$ cat src/common/opl3_env_pkg.sv
// ----------------------------------------------------------------------
// operator envelope package
// field widths and types, envelope state enum, level and tremolo
// constants shared by the envelope stages
// ----------------------------------------------------------------------
`default_nettype none

package opl3_env_pkg;

    localparam int ENV_WIDTH           = 9;  // attenuation, 0.1875 dB steps
    localparam int REG_ENV_WIDTH       = 4;
    localparam int REG_TL_WIDTH        = 6;
    localparam int REG_KSL_WIDTH       = 2;
    localparam int REG_FNUM_WIDTH      = 10;
    localparam int REG_BLOCK_WIDTH     = 3;
    localparam int REG_MULT_WIDTH      = 4;
    localparam int KSL_ADD_WIDTH       = 8;
    localparam int AM_VAL_WIDTH        = 5;
    localparam int RATE_OVERFLOW_WIDTH = 3;  // up to 7 carries per tick
    localparam int RATE_OFFSET_WIDTH   = 2;
    localparam int RATE_COUNTER_WIDTH  = 15;
    localparam int EFF_RATE_WIDTH      = 6;
    localparam int EFF_RATE_MAX        = 60; // rates 60..63 behave alike

    typedef logic [ENV_WIDTH-1:0]           env_level_t;
    typedef logic [REG_ENV_WIDTH-1:0]       env_field_t;
    typedef logic [REG_TL_WIDTH-1:0]        tl_field_t;
    typedef logic [REG_KSL_WIDTH-1:0]       ksl_field_t;
    typedef logic [REG_FNUM_WIDTH-1:0]      fnum_t;
    typedef logic [REG_BLOCK_WIDTH-1:0]     block_t;
    typedef logic [REG_MULT_WIDTH-1:0]      mult_t;
    typedef logic [KSL_ADD_WIDTH-1:0]       ksl_add_t;
    typedef logic [AM_VAL_WIDTH-1:0]        am_val_t;
    typedef logic [RATE_OVERFLOW_WIDTH-1:0] rate_overflow_t;

    typedef enum logic [1:0] {
        ENV_ATTACK,
        ENV_DECAY,
        ENV_SUSTAIN,
        ENV_RELEASE
    } env_state_t;

    localparam env_level_t ENV_SILENCE = 9'd511; // fully attenuated

    localparam am_val_t TREMOLO_DEEP_MAX    = 5'd26; // 4.8 dB
    localparam am_val_t TREMOLO_SHALLOW_MAX = 5'd6;  // 1 dB
    localparam int      TREMOLO_STEP_TICKS  = 64;    // sample ticks per step

endpackage

`default_nettype wire
$ cat src/common/op_param_if.sv
// ----------------------------------------------------------------------
// op_param_if, the envelope register group of one operator
// modports for the driving side and the decode, execute, result stages
// ----------------------------------------------------------------------
`timescale 1ns/1ps
`default_nettype none

interface op_param_if;
    import opl3_env_pkg::*;

    env_field_t ar;    // attack rate
    env_field_t dr;    // decay rate
    env_field_t sl;    // sustain level
    env_field_t rr;    // release rate
    tl_field_t  tl;    // total level
    logic       ksr;   // key scale rate
    ksl_field_t ksl;   // key scale level
    logic       egt;   // sustained envelope type
    logic       am;    // tremolo enable
    logic       dam;   // tremolo depth
    logic       nts;   // keyboard split select
    fnum_t      fnum;
    mult_t      mult;  // belongs to the group, no envelope use
    block_t     block;

    modport source (
        output ar, dr, sl, rr, tl, ksr, ksl, egt, am, dam, nts, fnum, mult, block
    );
    modport decode  (input ksr, ksl, nts, fnum, block);
    modport execute (input ar, dr, sl, rr, egt);
    modport result  (input tl, am, dam);

endinterface

`default_nettype wire

$ cat src/rtl/envelope_top.sv
// ----------------------------------------------------------------------
// envelope_top, one operator envelope generator
// register fields into the parameter bundle, decode/execute/result
// ----------------------------------------------------------------------
`timescale 1ns/1ps
`default_nettype none

module envelope_top (
    input  wire  clk,
    input  wire  arst_n,
    input  wire  sample_clk_en,  // one cycle per sample
    input  wire  key_on_pulse,
    input  wire  key_off_pulse,
    input  wire  opl3_env_pkg::env_field_t ar,
    input  wire  opl3_env_pkg::env_field_t dr,
    input  wire  opl3_env_pkg::env_field_t sl,
    input  wire  opl3_env_pkg::env_field_t rr,
    input  wire  opl3_env_pkg::tl_field_t tl,
    input  wire  ksr,
    input  wire  egt,
    input  wire  am,
    input  wire  dam,
    input  wire  nts,
    input  wire  opl3_env_pkg::ksl_field_t ksl,
    input  wire  opl3_env_pkg::fnum_t fnum,
    input  wire  opl3_env_pkg::mult_t mult,
    input  wire  opl3_env_pkg::block_t block,
    output opl3_env_pkg::env_level_t env  // attenuation, 511 is silent
);
    import opl3_env_pkg::*;

    ksl_add_t                     ksl_add;
    logic [RATE_OFFSET_WIDTH-1:0] rate_offset;
    env_level_t                   env_raw;

    op_param_if params ();

    assign params.ar    = ar;
    assign params.dr    = dr;
    assign params.sl    = sl;
    assign params.rr    = rr;
    assign params.tl    = tl;
    assign params.ksr   = ksr;
    assign params.ksl   = ksl;
    assign params.egt   = egt;
    assign params.am    = am;
    assign params.dam   = dam;
    assign params.nts   = nts;
    assign params.fnum  = fnum;
    assign params.mult  = mult;
    assign params.block = block;

    env_decode u_decode (
        .params      (params),
        .ksl_add     (ksl_add),
        .rate_offset (rate_offset)
    );

    env_state_machine u_execute (
        .clk           (clk),
        .arst_n        (arst_n),
        .sample_clk_en (sample_clk_en),
        .key_on_pulse  (key_on_pulse),
        .key_off_pulse (key_off_pulse),
        .params        (params),
        .rate_offset   (rate_offset),
        .env_raw       (env_raw)
    );

    env_output_level u_result (
        .clk           (clk),
        .arst_n        (arst_n),
        .sample_clk_en (sample_clk_en),
        .params        (params),
        .env_raw       (env_raw),
        .ksl_add       (ksl_add),
        .env           (env)
    );

endmodule

`default_nettype wire

$ cat src/envelope_generator/env_output_level.sv
// ----------------------------------------------------------------------
// env_output_level, tremolo triangle, attenuation sum with clamp
// at silence, registered envelope output
// ----------------------------------------------------------------------
`timescale 1ns/1ps
`default_nettype none

module env_output_level (
    input  wire  clk,
    input  wire  arst_n,
    input  wire  sample_clk_en,
    op_param_if.result params,
    input  wire  opl3_env_pkg::env_level_t env_raw,
    input  wire  opl3_env_pkg::ksl_add_t ksl_add,
    output opl3_env_pkg::env_level_t env
);
    import opl3_env_pkg::*;

    localparam int TICK_CNT_WIDTH = $clog2(TREMOLO_STEP_TICKS);
    localparam int SUM_WIDTH      = ENV_WIDTH + 2;  // raw + tl + ksl + tremolo

    logic [TICK_CNT_WIDTH-1:0] tick_cnt;
    logic                      am_step;
    logic                      am_up;   // triangle direction
    am_val_t                   am_val;
    am_val_t                   am_peak;
    logic [SUM_WIDTH-1:0]      env_sum;

    assign am_peak = params.dam ? TREMOLO_DEEP_MAX : TREMOLO_SHALLOW_MAX;
    assign am_step = sample_clk_en && (tick_cnt == TICK_CNT_WIDTH'(TREMOLO_STEP_TICKS - 1));

    always_ff @(posedge clk or negedge arst_n) begin
        if (!arst_n) begin
            tick_cnt <= '0;
            am_val   <= '0;
            am_up    <= 1'b1;
        end else begin
            if (sample_clk_en)
                tick_cnt <= tick_cnt + 1'b1;  // wraps every step period
            if (am_val > am_peak) begin
                am_val <= am_peak;  // depth switched to shallow
                am_up  <= 1'b0;
            end else if (am_step) begin
                if (am_up && am_val >= am_peak) begin
                    am_up  <= 1'b0;
                    am_val <= am_val - 1'b1;
                end else if (!am_up && am_val == '0) begin
                    am_up  <= 1'b1;
                    am_val <= am_val + 1'b1;
                end else begin
                    am_val <= am_up ? am_val + 1'b1 : am_val - 1'b1;
                end
            end
        end
    end

    assign env_sum = SUM_WIDTH'(env_raw) + SUM_WIDTH'({params.tl, 2'b00})
                   + SUM_WIDTH'(ksl_add) + (params.am ? SUM_WIDTH'(am_val) : '0);

    always_ff @(posedge clk or negedge arst_n) begin
        if (!arst_n)
            env <= ENV_SILENCE;
        else
            env <= (env_sum > SUM_WIDTH'(ENV_SILENCE)) ? ENV_SILENCE : env_sum[ENV_WIDTH-1:0];
    end

    a_am_in_range: assert property (@(posedge clk) disable iff (!arst_n)
        $stable(params.dam) |-> am_val <= am_peak);

endmodule

`default_nettype wire

$ cat src/envelope_generator/env_state_machine.sv
// ----------------------------------------------------------------------
// attack/decay/sustain/release FSM
// per-state rate select and raw envelope level register
// ----------------------------------------------------------------------
`timescale 1ns/1ps
`default_nettype none

module env_state_machine (
    input  wire  clk,
    input  wire  arst_n,
    input  wire  sample_clk_en,
    input  wire  key_on_pulse,
    input  wire  key_off_pulse,
    op_param_if.execute params,
    input  wire  [opl3_env_pkg::RATE_OFFSET_WIDTH-1:0] rate_offset,
    output opl3_env_pkg::env_level_t env_raw
);
    import opl3_env_pkg::*;

    env_state_t     state;
    env_state_t     next_state;
    env_field_t     requested_rate;
    rate_overflow_t rate_counter_overflow;
    logic [11:0]    attack_prod;  // env_raw * overflow count
    logic [9:0]     attack_dec;
    logic [9:0]     grow_sum;     // decay/release sum before saturation

    env_rate_counter u_rate_counter (
        .clk                   (clk),
        .arst_n                (arst_n),
        .sample_clk_en         (sample_clk_en),
        .requested_rate        (requested_rate),
        .rate_offset           (rate_offset),
        .rate_counter_overflow (rate_counter_overflow)
    );

    always_comb begin
        case (state)
            ENV_ATTACK:  next_state = (env_raw == '0) ? ENV_DECAY : ENV_ATTACK;
            ENV_DECAY:   next_state = (env_raw[8:4] >= {1'b0, params.sl}) ? ENV_SUSTAIN
                                                                          : ENV_DECAY;
            ENV_SUSTAIN: next_state = params.egt ? ENV_SUSTAIN : ENV_RELEASE;
            default:     next_state = ENV_RELEASE;
        endcase
        case (state)
            ENV_ATTACK:  requested_rate = params.ar;
            ENV_DECAY:   requested_rate = params.dr;
            ENV_SUSTAIN: requested_rate = '0;  // hold
            default:     requested_rate = params.rr;
        endcase
    end

    always_ff @(posedge clk or negedge arst_n) begin
        if (!arst_n)
            state <= ENV_RELEASE;
        else if (key_on_pulse)
            state <= ENV_ATTACK;  // key-on wins over key-off
        else if (key_off_pulse)
            state <= ENV_RELEASE;
        else
            state <= next_state;
    end

    assign attack_prod = env_raw * rate_counter_overflow;
    assign attack_dec  = 10'(attack_prod >> 3) + 10'd1;  // exponential approach to 0
    assign grow_sum    = {1'b0, env_raw} + 10'(rate_counter_overflow);

    always_ff @(posedge clk or negedge arst_n) begin
        if (!arst_n) begin
            env_raw <= ENV_SILENCE;
        end else if (sample_clk_en) begin
            if (state == ENV_ATTACK) begin
                if (params.ar == 4'd15)
                    env_raw <= '0;  // instant attack
                else if (rate_counter_overflow != '0)
                    env_raw <= (attack_dec >= {1'b0, env_raw}) ? '0 : env_raw - attack_dec[8:0];
            end else if (state == ENV_DECAY || state == ENV_RELEASE) begin
                env_raw <= (grow_sum > 10'(ENV_SILENCE)) ? ENV_SILENCE : grow_sum[8:0];
            end
        end
    end

    a_state_known: assert property (@(posedge clk) disable iff (!arst_n)
        !$isunknown(state));
    // growth stops at silence instead of wrapping past 511
    a_raw_saturates: assert property (@(posedge clk) disable iff (!arst_n)
        sample_clk_en && (state == ENV_DECAY || state == ENV_RELEASE)
        |=> env_raw >= $past(env_raw));
    a_raw_tick_only: assert property (@(posedge clk) disable iff (!arst_n)
        !sample_clk_en |=> $stable(env_raw));

endmodule

`default_nettype wire

$ cat src/envelope_generator/env_rate_counter.sv
// ----------------------------------------------------------------------
// env_rate_counter, effective rate from requested rate and key scale
// offset, carry count of the rate accumulator per sample tick
// ----------------------------------------------------------------------
`timescale 1ns/1ps
`default_nettype none

module env_rate_counter (
    input  wire  clk,
    input  wire  arst_n,
    input  wire  sample_clk_en,
    input  wire  opl3_env_pkg::env_field_t requested_rate,
    input  wire  [opl3_env_pkg::RATE_OFFSET_WIDTH-1:0] rate_offset,
    output opl3_env_pkg::rate_overflow_t rate_counter_overflow
);
    import opl3_env_pkg::*;

    localparam int SUM_WIDTH = RATE_COUNTER_WIDTH + RATE_OVERFLOW_WIDTH;

    logic [EFF_RATE_WIDTH-1:0]     rate_sum;   // 4*rate + offset, max 63
    logic [EFF_RATE_WIDTH-1:0]     eff_rate;
    logic [3:0]                    rate_shift;
    logic [2:0]                    rate_step;  // 4..7 mantissa
    logic [SUM_WIDTH-1:0]          step;
    logic [SUM_WIDTH-1:0]          next_sum;
    logic [RATE_COUNTER_WIDTH-1:0] counter;

    assign rate_sum = {requested_rate, 2'b00} + EFF_RATE_WIDTH'(rate_offset);

    always_comb begin
        if (requested_rate == '0)
            eff_rate = '0;  // zero rate holds the level
        else if (rate_sum > EFF_RATE_WIDTH'(EFF_RATE_MAX))
            eff_rate = EFF_RATE_WIDTH'(EFF_RATE_MAX);
        else
            eff_rate = rate_sum;
    end

    assign rate_shift = eff_rate[5:2];
    assign rate_step  = 3'd4 | {1'b0, eff_rate[1:0]};
    assign step       = (eff_rate == '0) ? '0 : (SUM_WIDTH'(rate_step) << rate_shift);
    assign next_sum   = SUM_WIDTH'(counter) + step;

    always_ff @(posedge clk or negedge arst_n) begin
        if (!arst_n)
            counter <= '0;
        else if (sample_clk_en)
            counter <= next_sum[RATE_COUNTER_WIDTH-1:0];  // keep the fraction
    end

    // carries out of the top bit, only on the tick itself
    assign rate_counter_overflow = sample_clk_en ? next_sum[SUM_WIDTH-1:RATE_COUNTER_WIDTH]
                                                 : '0;

endmodule

`default_nettype wire

$ cat src/envelope_generator/env_decode.sv
// ----------------------------------------------------------------------
// key scale level table lookup and scaling
// key scale rate offset from block and keyboard split
// ----------------------------------------------------------------------
`timescale 1ns/1ps
`default_nettype none

module env_decode (
    op_param_if.decode params,
    output opl3_env_pkg::ksl_add_t ksl_add,
    output logic [opl3_env_pkg::RATE_OFFSET_WIDTH-1:0] rate_offset
);
    import opl3_env_pkg::*;

    logic [6:0]       ksl_rom_val;  // top fnum bits attenuation in 0.75 dB units
    logic signed [9:0] ksl_base;    // rom*4 less 32 per octave below 7
    logic [7:0]       ksl_full;     // 6 dB/octave scale clamped at 0
    logic             split_bit;
    logic [3:0]       key_code;

    always_comb begin
        case (params.fnum[9:6])
            4'd0:    ksl_rom_val = 7'd0;
            4'd1:    ksl_rom_val = 7'd32;
            4'd2:    ksl_rom_val = 7'd40;
            4'd3:    ksl_rom_val = 7'd45;
            4'd4:    ksl_rom_val = 7'd48;
            4'd5:    ksl_rom_val = 7'd51;
            4'd6:    ksl_rom_val = 7'd53;
            4'd7:    ksl_rom_val = 7'd55;
            4'd8:    ksl_rom_val = 7'd56;
            4'd9:    ksl_rom_val = 7'd58;
            4'd10:   ksl_rom_val = 7'd59;
            4'd11:   ksl_rom_val = 7'd60;
            4'd12:   ksl_rom_val = 7'd61;
            4'd13:   ksl_rom_val = 7'd62;
            4'd14:   ksl_rom_val = 7'd63;
            default: ksl_rom_val = 7'd64;
        endcase
    end

    assign ksl_base = $signed({1'b0, ksl_rom_val, 2'b00})
                    - $signed({1'b0, 4'd8 - {1'b0, params.block}, 5'd0});
    assign ksl_full = ksl_base[9] ? 8'd0 : ksl_base[7:0];  // max 224 at block 7

    always_comb begin
        case (params.ksl)
            2'd0:    ksl_add = '0;
            2'd1:    ksl_add = ksl_full >> 1;  // 3 dB/octave
            2'd2:    ksl_add = ksl_full >> 2;  // 1.5 dB/octave
            default: ksl_add = ksl_full;       // 6 dB/octave
        endcase
    end

    assign split_bit = params.nts ? params.fnum[8] : params.fnum[9];
    assign key_code  = {params.block, split_bit};

    // port is 2 bits wide so the unshifted code saturates at 3
    assign rate_offset = params.ksr ? ((key_code > 4'd3) ? 2'd3 : key_code[1:0])
                                    : key_code[3:2];

endmodule

`default_nettype wire

$ cat config.mk
export PLATFORM = sky130hd
export DESIGN_NAME = envelope_top
export DESIGN_NICKNAME = d
export VERILOG_FILES = /design/src/common/opl3_env_pkg.sv /design/src/common/op_param_if.sv /design/src/rtl/envelope_top.sv /design/src/envelope_generator/env_output_level.sv /design/src/envelope_generator/env_state_machine.sv /design/src/envelope_generator/env_rate_counter.sv /design/src/envelope_generator/env_decode.sv
export SDC_FILE = /design/constraint.sdc
export NUM_CORES = 1
export LEC_CHECK = 0
export ABC_AREA = 1
export BUFFER_PORTS_ARGS = -buffer_cell sky130_fd_sc_hd__buf_4
export CAP_MARGIN = 40
export CORE_MARGIN = 3
export CORE_UTILIZATION = 34
export CTS_BUF_LIST = sky130_fd_sc_hd__clkbuf_8
export DETAILED_ROUTE_END_ITERATION = 6
export MAX_ROUTING_LAYER = met4
export PLACE_DENSITY = 0.63
export SLEW_MARGIN = 20
export SYNTH_ARGS = -nofsm -noshare
export SYNTH_HDL_FRONTEND = slang
export SYNTH_SLANG_ARGS = --single-unit
$ cat constraint.sdc
create_clock -name clk -period 11.4 [get_ports clk]
set_input_delay 2.85 -clock clk [delete_from_list [all_inputs] [get_ports clk]]
set_output_delay 2.85 -clock clk [all_outputs]
set_load 0.005 [all_outputs]
Word-level counts from Yosys, hierarchy flattened
Memories as Yosys holds them, arrays and structs flattened.
Cells that the tools add are included.
{"block": "totals", "regBits": 47, "latchBits": 0, "ram_bits": 0, "mem_bits_ro": 112, "out_inout_bits": 9, "mem_count": 1}
{"block": "classes", "n_addsub": 13, "mul": 1, "n_div": 0, "order_cmp": 8, "eq_ne": 8, "shifts": 1, "n_mux": 34, "bitwise": 0, "reduce_logical": 17}
{"memory": "(name not given)", "depth": 16, "width": 7, "read_ports": 1, "rd_clocked_by_memory_dff": 0, "wr": 0, "line_no": "env_decode.sv:22", "rtl": "case (params.fnum[9:6])"}
{"cell": "$mux W9", "n": 7}
{"cell": "$mux W5", "n": 7}
{"cell": "$pmux W8 S3", "n": 1}
{"cell": "$add A15 B18 Y18", "n": 1}
{"cell": "$mux W18", "n": 1}
{"cell": "$shl A3 B4 Y18", "n": 1}
{"cell": "$mul A9 B3 Y12", "n": 1}
{"cell": "$mux W6", "n": 2}
{"cell": "$pmux W4 S3", "n": 1}
{"cell": "$add A11 B11 Y11", "n": 1}
{"cell": "$add A11 B8 Y11", "n": 1}
{"cell": "$gt A11 B9 Y1 const B", "n": 1}
{"cell": "$add A9 B1 Y10 const B", "n": 1}
{"cell": "$add A9 B3 Y10", "n": 1}
{"cell": "$add A9 B8 Y10", "n": 1}
{"cell": "$ge A10 B9 Y1", "n": 1}
{"cell": "$gt A10 B9 Y1 const B", "n": 1}
{"cell": "$mux W2", "n": 5}
{"cell": "$sub A9 B9 Y10", "n": 1}
{"cell": "$logic_not A9 Y1", "n": 1}
{"cell": "$sub A9 B9 Y9", "n": 1}
{"cell": "$mux W8", "n": 1}
{"cell": "$mux W1", "n": 7}
{"cell": "$add A6 B1 Y6 const B", "n": 1}
{"cell": "27 further kinds", "n": 35}

Depth between registers and ports, before layout
{"block": "depth", "ltp_word": 19, "ltp_mapped": 55}

Modules after synthesis
From an unflattened synthesis, not the netlist that was laid out.
{"block": "unflattened", "cells_unflattened": 1025, "hier_area_um2": 6729.0}
{"module": "env_state_machine", "instances": 1, "cells_each": 435, "area_per_inst_um2": 2678.8, "seq_area_each_um2": 289.0}
{"module": "env_output_level", "instances": 1, "cells_each": 245, "area_per_inst_um2": 1930.6, "seq_area_each_um2": 538.0}
{"module": "env_rate_counter", "instances": 1, "cells_each": 262, "area_per_inst_um2": 1654.1, "seq_area_each_um2": 375.4}
{"module": "env_decode", "instances": 1, "cells_each": 83, "area_per_inst_um2": 465.4, "seq_area_each_um2": 0.0}

Worst setup path before layout
OpenSTA, ideal clock, no wires.
{"block": "synth_path", "kind": "input to register", "from": "in fnum[8]", "to": "reg u_execute.env_raw[0]", "setup_time_ns": 0.073, "arrival_ns": 9.257, "setup_slack_ns": 2.070, "cell_stages": 43, "path_buffers": 1, "path_cell_list": "clkbuf_1 -> nand2_1 -> o211ai_1 -> o21ai_1 -> inv_1 -> nand4_1 -> nand2_1 -> nand2_1 -> nor2_1 -> nand2_1 -> fa_1 -> o21ai_1 -> inv_1 -> o21ai_1 -> nand3_1 -> o2111ai_1 -> nand2_1 -> nand2_1 -> (+7 left out) -> nand2_1 -> fa_1 -> o21ai_0 -> a21oi_1 -> o21ai_0 -> xor2_1 -> inv_1 -> nand3_2 -> clkinv_1 -> nand4_1 -> xor2_1 -> inv_1 -> ha_1 -> a21oi_1 -> o21bai_1 -> a21oi_1 -> nand3_1 -> a21oi_1"}
{"block": "synth_between", "elab_chain_cells": 19, "word_cells_on_any_way": 28, "cone_classes": "add/sub (5); mul (1); order compare (4); eq/ne (1); shift (1); mux (13); reduce/logical (3)"}
{"element": "from (decl)", "line_no": "envelope_top.sv:25", "rtl": "input wire opl3_env_pkg::fnum_t fnum,"}
{"element": "$mux W1 *", "line_no": "env_decode.sv:55", "rtl": "assign split_bit = params.nts ? params.fnum[8] : params.fnum[9];"}
{"element": "$gt A4 B2 Y1", "line_no": "env_decode.sv:59", "rtl": "assign rate_offset = params.ksr ? ((key_code > 4'd3) ? 2'd3 : key_code[1:0])"}
{"element": "$mux W2 * (2 in a row)", "line_no": "env_decode.sv:59"}
{"element": "$add A6 B2 Y6 *", "line_no": "env_rate_counter.sv:28", "rtl": "assign rate_sum = {requested_rate, 2'b00} + EFF_RATE_WIDTH'(rate_offset);"}
{"element": "$gt A6 B6 Y1", "line_no": "env_rate_counter.sv:33", "rtl": "else if (rate_sum > EFF_RATE_WIDTH'(EFF_RATE_MAX))"}
{"element": "$mux W6 *", "line_no": "env_rate_counter.sv:33"}
{"element": "$mux W6 *", "line_no": "env_rate_counter.sv:31", "rtl": "if (requested_rate == '0)"}
{"element": "$shl A3 B4 Y18 or $logic_not A6 Y1 (tied branches)", "line_no": "env_rate_counter.sv:41", "rtl": "assign step = (eff_rate == '0) ? '0 : (SUM_WIDTH'(rate_step) << rate_shift);"}
{"element": "(+2 left out)"}
{"element": "$mux W3 *", "line_no": "env_rate_counter.sv:52", "rtl": "assign rate_counter_overflow = sample_clk_en ? next_sum[SUM_WIDTH-1:RATE_COUNTER_WIDTH]"}
{"element": "$mul A9 B3 Y12", "line_no": "env_state_machine.sv:64", "rtl": "assign attack_prod = env_raw * rate_counter_overflow;"}
{"element": "$add A9 B1 Y10", "line_no": "env_state_machine.sv:65", "rtl": "assign attack_dec = 10'(attack_prod >> 3) + 10'd1;"}
{"element": "$sub A9 B9 Y9 or $ge A10 B9 Y1 (tied branches)", "line_no": "env_state_machine.sv:76", "rtl": "env_raw <= (attack_dec >= {1'b0, env_raw}) ? '0 : env_raw - attack_dec[8:0];"}
{"element": "$mux W9", "line_no": "env_state_machine.sv:76"}
{"element": "$mux W9", "line_no": "env_state_machine.sv:75", "rtl": "else if (rate_counter_overflow != '0)"}
{"element": "$mux W9", "line_no": "env_state_machine.sv:73", "rtl": "if (params.ar == 4'd15)"}
{"element": "$mux W9", "line_no": "env_state_machine.sv:72", "rtl": "if (state == ENV_ATTACK) begin"}
{"element": "to (signal assigned)", "line_no": "env_state_machine.sv:76"}
{"element": "to (signal assigned)", "line_no": "env_state_machine.sv:78", "rtl": "env_raw <= (grow_sum > 10'(ENV_SILENCE)) ? ENV_SILENCE : grow_sum[8:0];"}
{"element": "to (decl)", "line_no": "env_state_machine.sv:16", "rtl": "output opl3_env_pkg::env_level_t env_raw"}
Every way passes the cells marked *; elsewhere a longest branch is shown, timed or not. The select of a mux whose other input is x is not followed.
A chain may end at the register's enable or synchronous reset.

Worst setup path after layout
{"block": "layout_path", "from": "in dr[3]", "to": "reg u_execute.env_raw[2]"}
{"block": "layout_between", "elab_chain_cells": 16, "word_cells_on_any_way": 26, "cone_classes": "add/sub (5); mul (1); order compare (3); eq/ne (1); shift (1); mux (11); reduce/logical (4)"}
{"element": "from (decl)", "line_no": "envelope_top.sv:15", "rtl": "input wire opl3_env_pkg::env_field_t dr,"}
{"element": "$pmux W4 S3 *", "line_no": "env_state_machine.sv:45", "rtl": "case (state)"}
{"element": "$add A6 B2 Y6", "line_no": "env_rate_counter.sv:28"}
{"element": "$gt A6 B6 Y1", "line_no": "env_rate_counter.sv:33"}
{"element": "$mux W6", "line_no": "env_rate_counter.sv:33"}
{"element": "$mux W6 *", "line_no": "env_rate_counter.sv:31"}
{"element": "$shl A3 B4 Y18 or $logic_not A6 Y1 (tied branches)", "line_no": "env_rate_counter.sv:41"}
{"element": "$mux W18 *", "line_no": "env_rate_counter.sv:41"}
{"element": "$add A15 B18 Y18 *", "line_no": "env_rate_counter.sv:42", "rtl": "assign next_sum = SUM_WIDTH'(counter) + step;"}
{"element": "$mux W3 *", "line_no": "env_rate_counter.sv:52"}
{"element": "$mul A9 B3 Y12", "line_no": "env_state_machine.sv:64"}
{"element": "$add A9 B1 Y10", "line_no": "env_state_machine.sv:65"}
{"element": "$sub A9 B9 Y9 or $ge A10 B9 Y1 (tied branches)", "line_no": "env_state_machine.sv:76"}
{"element": "$mux W9", "line_no": "env_state_machine.sv:76"}
{"element": "$mux W9", "line_no": "env_state_machine.sv:75"}
{"element": "$mux W9", "line_no": "env_state_machine.sv:73"}
{"element": "$mux W9", "line_no": "env_state_machine.sv:72"}
Marks and branches as above.

==> results.sh <==
export IMPL_drive_gt1_frac=0.138
export IMPL_h_tree_depth=2
export IMPL_ios=60
export IMPL_fin_crit_ps=10330
export IMPL_overflow=0
export IMPL_peakVddDrop_v=0.000169
export IMPL_synth_area_leaders="ha_1 16%, dfrtp_1 11%, inv_1 9.0%"
export IMPL_critical_path_startpoint_type="input pin"
export IMPL_syn_nets=1018
export IMPL_finalSetupViolations=0
export IMPL_first_pass_iters=6
export IMPL_cts_max_path_buffers=2
export IMPL_rsz0062_at_grt="no"
export IMPL_clkSlewWorstSetupHoldPaths_ps=110
export IMPL_p_per_area_mw_per_mm2=198
export IMPL_coreArea_mm2=0.0175
export IMPL_path_max_fanout=11
export IMPL_grt_max_degree=48
export IMPL_cp_arrival_ps=10580
export IMPL_worstSetupStartpoint="dr[3]"
export IMPL_ys_seq_area_frac=0.194
export IMPL_grt_pass1_vias=5366
export IMPL_clkLatencyLatePin_ps=320
export IMPL_clock_sinks=47
export IMPL_dieArea_mm2=0.0199
export IMPL_yosys_top_cells_count="149 x inv_1, 149 x nand2_1, 88 x nor2_1"
export IMPL_slew_violations=0
export IMPL_clock_tree_root_cell="clkbuf_8"
export IMPL_cpMaxStageDelayCell="fa_1"
export IMPL_cts_made_buffers=5
export IMPL_holdCritStartpoint="u_result.tick_cnt[5]$_DFFE_PN0P_"
export IMPL_period_share=0.906
export IMPL_drv_cap=0
export IMPL_setup_tns_ps=0
export IMPL_design_area_mm2=0.00690
export IMPL_grt_pass1_wl_mm=25.2
export IMPL_place_congestion=0.862
export IMPL_place_port_buffers=49
export IMPL_fmax_ghz=0.0968
export IMPL_placed_area_mm2=0.00680
export IMPL_power_mw=1.37
export IMPL_die_w_um=141
export IMPL_yosysTopAreaCell="ha_1"
export IMPL_postCtsHoldBufs=0
export IMPL_leakage_nw=3.57
export IMPL_start_util=0.353
export IMPL_vias=5622
export IMPL_drtAntennaViolNets=0
export IMPL_ys_types=57
export IMPL_synth_top_area_share=0.164
export IMPL_crit_type="in -> reg"
export IMPL_netlist_instances=867
export IMPL_diodes=0
export IMPL_drc=0
export IMPL_area_growth_pct=11.4
export IMPL_worst_slew_pin_slew_ps=717
export IMPL_crit_top_cell="nand2_1"
export IMPL_netlist_area_mm2=0.00619
export IMPL_detail_route_wl_per_cell_um=12.9
export IMPL_postCtsSetupRepairBufs=0
export IMPL_synth_edf_count=0
export IMPL_dp_hpwl_mm=12.2
export IMPL_grt_usage=0.155
export IMPL_synth_async_reset_ratio=1.00
export IMPL_crit_required_ps=11650
export IMPL_antenna_found_initial=0
export IMPL_ctsResizeCount=0
export IMPL_max_stage_delay_ps=530
export IMPL_n_fill_cell=1899
export IMPL_synthFlopType="dfrtp_1"
export IMPL_layout_nets=1067
export IMPL_avgViaCountPerCell=4.92
export IMPL_rows=48
export IMPL_skew_ps=11.1
export IMPL_avgSynthCellArea_um2=7.14
export IMPL_cts_tree="yes"
export IMPL_drt_iter0_drc=262
export IMPL_relSlewSlack=0.519
export IMPL_hold_viol=0
export IMPL_wirelength_mm=14.8
export IMPL_die_h_um=141
export IMPL_crit_family="compound AO/OA/AOI/OAI gates"
export IMPL_critPathCaptureType="register"
export IMPL_ys_ff_latch=47
export IMPL_crit_buf_inv=6
export IMPL_hold_class="reg -> reg"
export IMPL_yosys_warnings=0
export IMPL_r2r_start="u_execute.state[0]$_DFF_PN1_"
export IMPL_status="finished clean"
metrics by stage:
stage | utilization | setup slack (ps) | std cells | hold slack (ps)
after floorplan | - | 2070 | 867 | 446
after CTS | 0.393 | 839 | 1141 | 484
final | 0.393 | 1070 | 1142 | 479
after global placement | 0.387 | 614 | 1133 | 465
after global routing | 0.393 | 149 | 1142 | 507
after detailed placement | 0.387 | 562 | 1133 | 464
sequential cells by signal, indices dropped and copies added (netlist names):
register and count:
u_result.tick_cnt 6, u_result.am_up 1, u_result.am_val 5, u_execute.u_rate_counter.counter 15
u_execute.env_raw 9, u_result.env 9, u_execute.state 2
power breakdown:
part           switching, mW  internal, mW  leakage (nW)
Combinational          0.525         0.373          2.99
Clock                 0.0693        0.0441        0.0408
Sequential            0.0863         0.270         0.536
Total                  0.681         0.687          3.57
final timing paths:
kind	endpoint	slack [ps]	depth (start not counted)
max	u_execute.env_raw[2]$_DFFE_PN1P_	1070	45
min reg2reg	u_result.tick_cnt[5]$_DFFE_PN0P_	480	1
min in group asynchronous	u_result.tick_cnt[3]$_DFFE_PN0P_	2540	1
min	u_result.tick_cnt[5]$_DFFE_PN0P_	480	1
max in group asynchronous	u_execute.u_rate_counter.counter[14]$_DFFE_PN0P_	8430	1
max reg2reg	u_execute.env_raw[2]$_DFFE_PN1P_	2730	44
final cells by class:
| class | instances | area (um2) | share of cell area |
|---|---|---|---|
| multi-input combinational | 651 | 4330 | 0.628 |
| sequential | 47 | 1200 | 0.174 |
| clock buffer | 5 | 68.8 | 0.00997 |
| tap | 225 | 282 | 0.0408 |
| clock inverter | 3 | 23.8 | 0.00345 |
| inverter | 160 | 608 | 0.0881 |
| timing repair buffer | 51 | 383 | 0.0555 |
routing by layer:
| metal | up-vias | global-route usage | part of all wire |
|---|---|---|---|
| li1 | 2925 | - | - |
| met1 | 2607 | 0.217 | 0.51 |
| met2 | 80 | 0.245 | 0.46 |
| met3 | 10 | 0.0214 | 0.027 |
| met4 | 0 | 0.0219 | 0.0076 |
| met5 | - | - | 0 |
cell families after synthesis:
group / share of synthesized area
AOI/OAI and AO/OA: 0.154
xor gates and xnor gates: 0.0606
adders and majority gates: 0.225
buffers and inverters: 0.107
DFF: 0.194
muxes: 0.00182
other: 0.000606
and+or+nand+nor: 0.256
cell usage in the layout (no fill, tap or decap), types with 2 or more instances in the layout:
master / n
inv_1: 149
fa_1: 19
a31oi_1: 11
dfstp_2: 21
or2_2: 3
nor4_1: 4
clkbuf_8: 5
dfrtp_1: 26
buf_4: 50
nor2_1: 88
nor2_4: 5
nor3_1: 10
o21bai_1: 10
o211ai_1: 6
nand3_1: 38
o21ai_0: 48
nor3b_1: 3
o22ai_1: 4
nand4_1: 8
o31ai_1: 3
clkinvlp_4: 2
xnor2_1: 15
nand3b_1: 2
o21ai_1: 5
ha_1: 81
a21o_1: 2
o221ai_1: 3
nand2_1: 149
clkinv_1: 3
o21a_1: 2
nand2_2: 9
xor2_1: 26
nand3_2: 9
nand4_2: 2
a21oi_1: 66
inv_2: 7
Power figures use the tool's default switching activity.
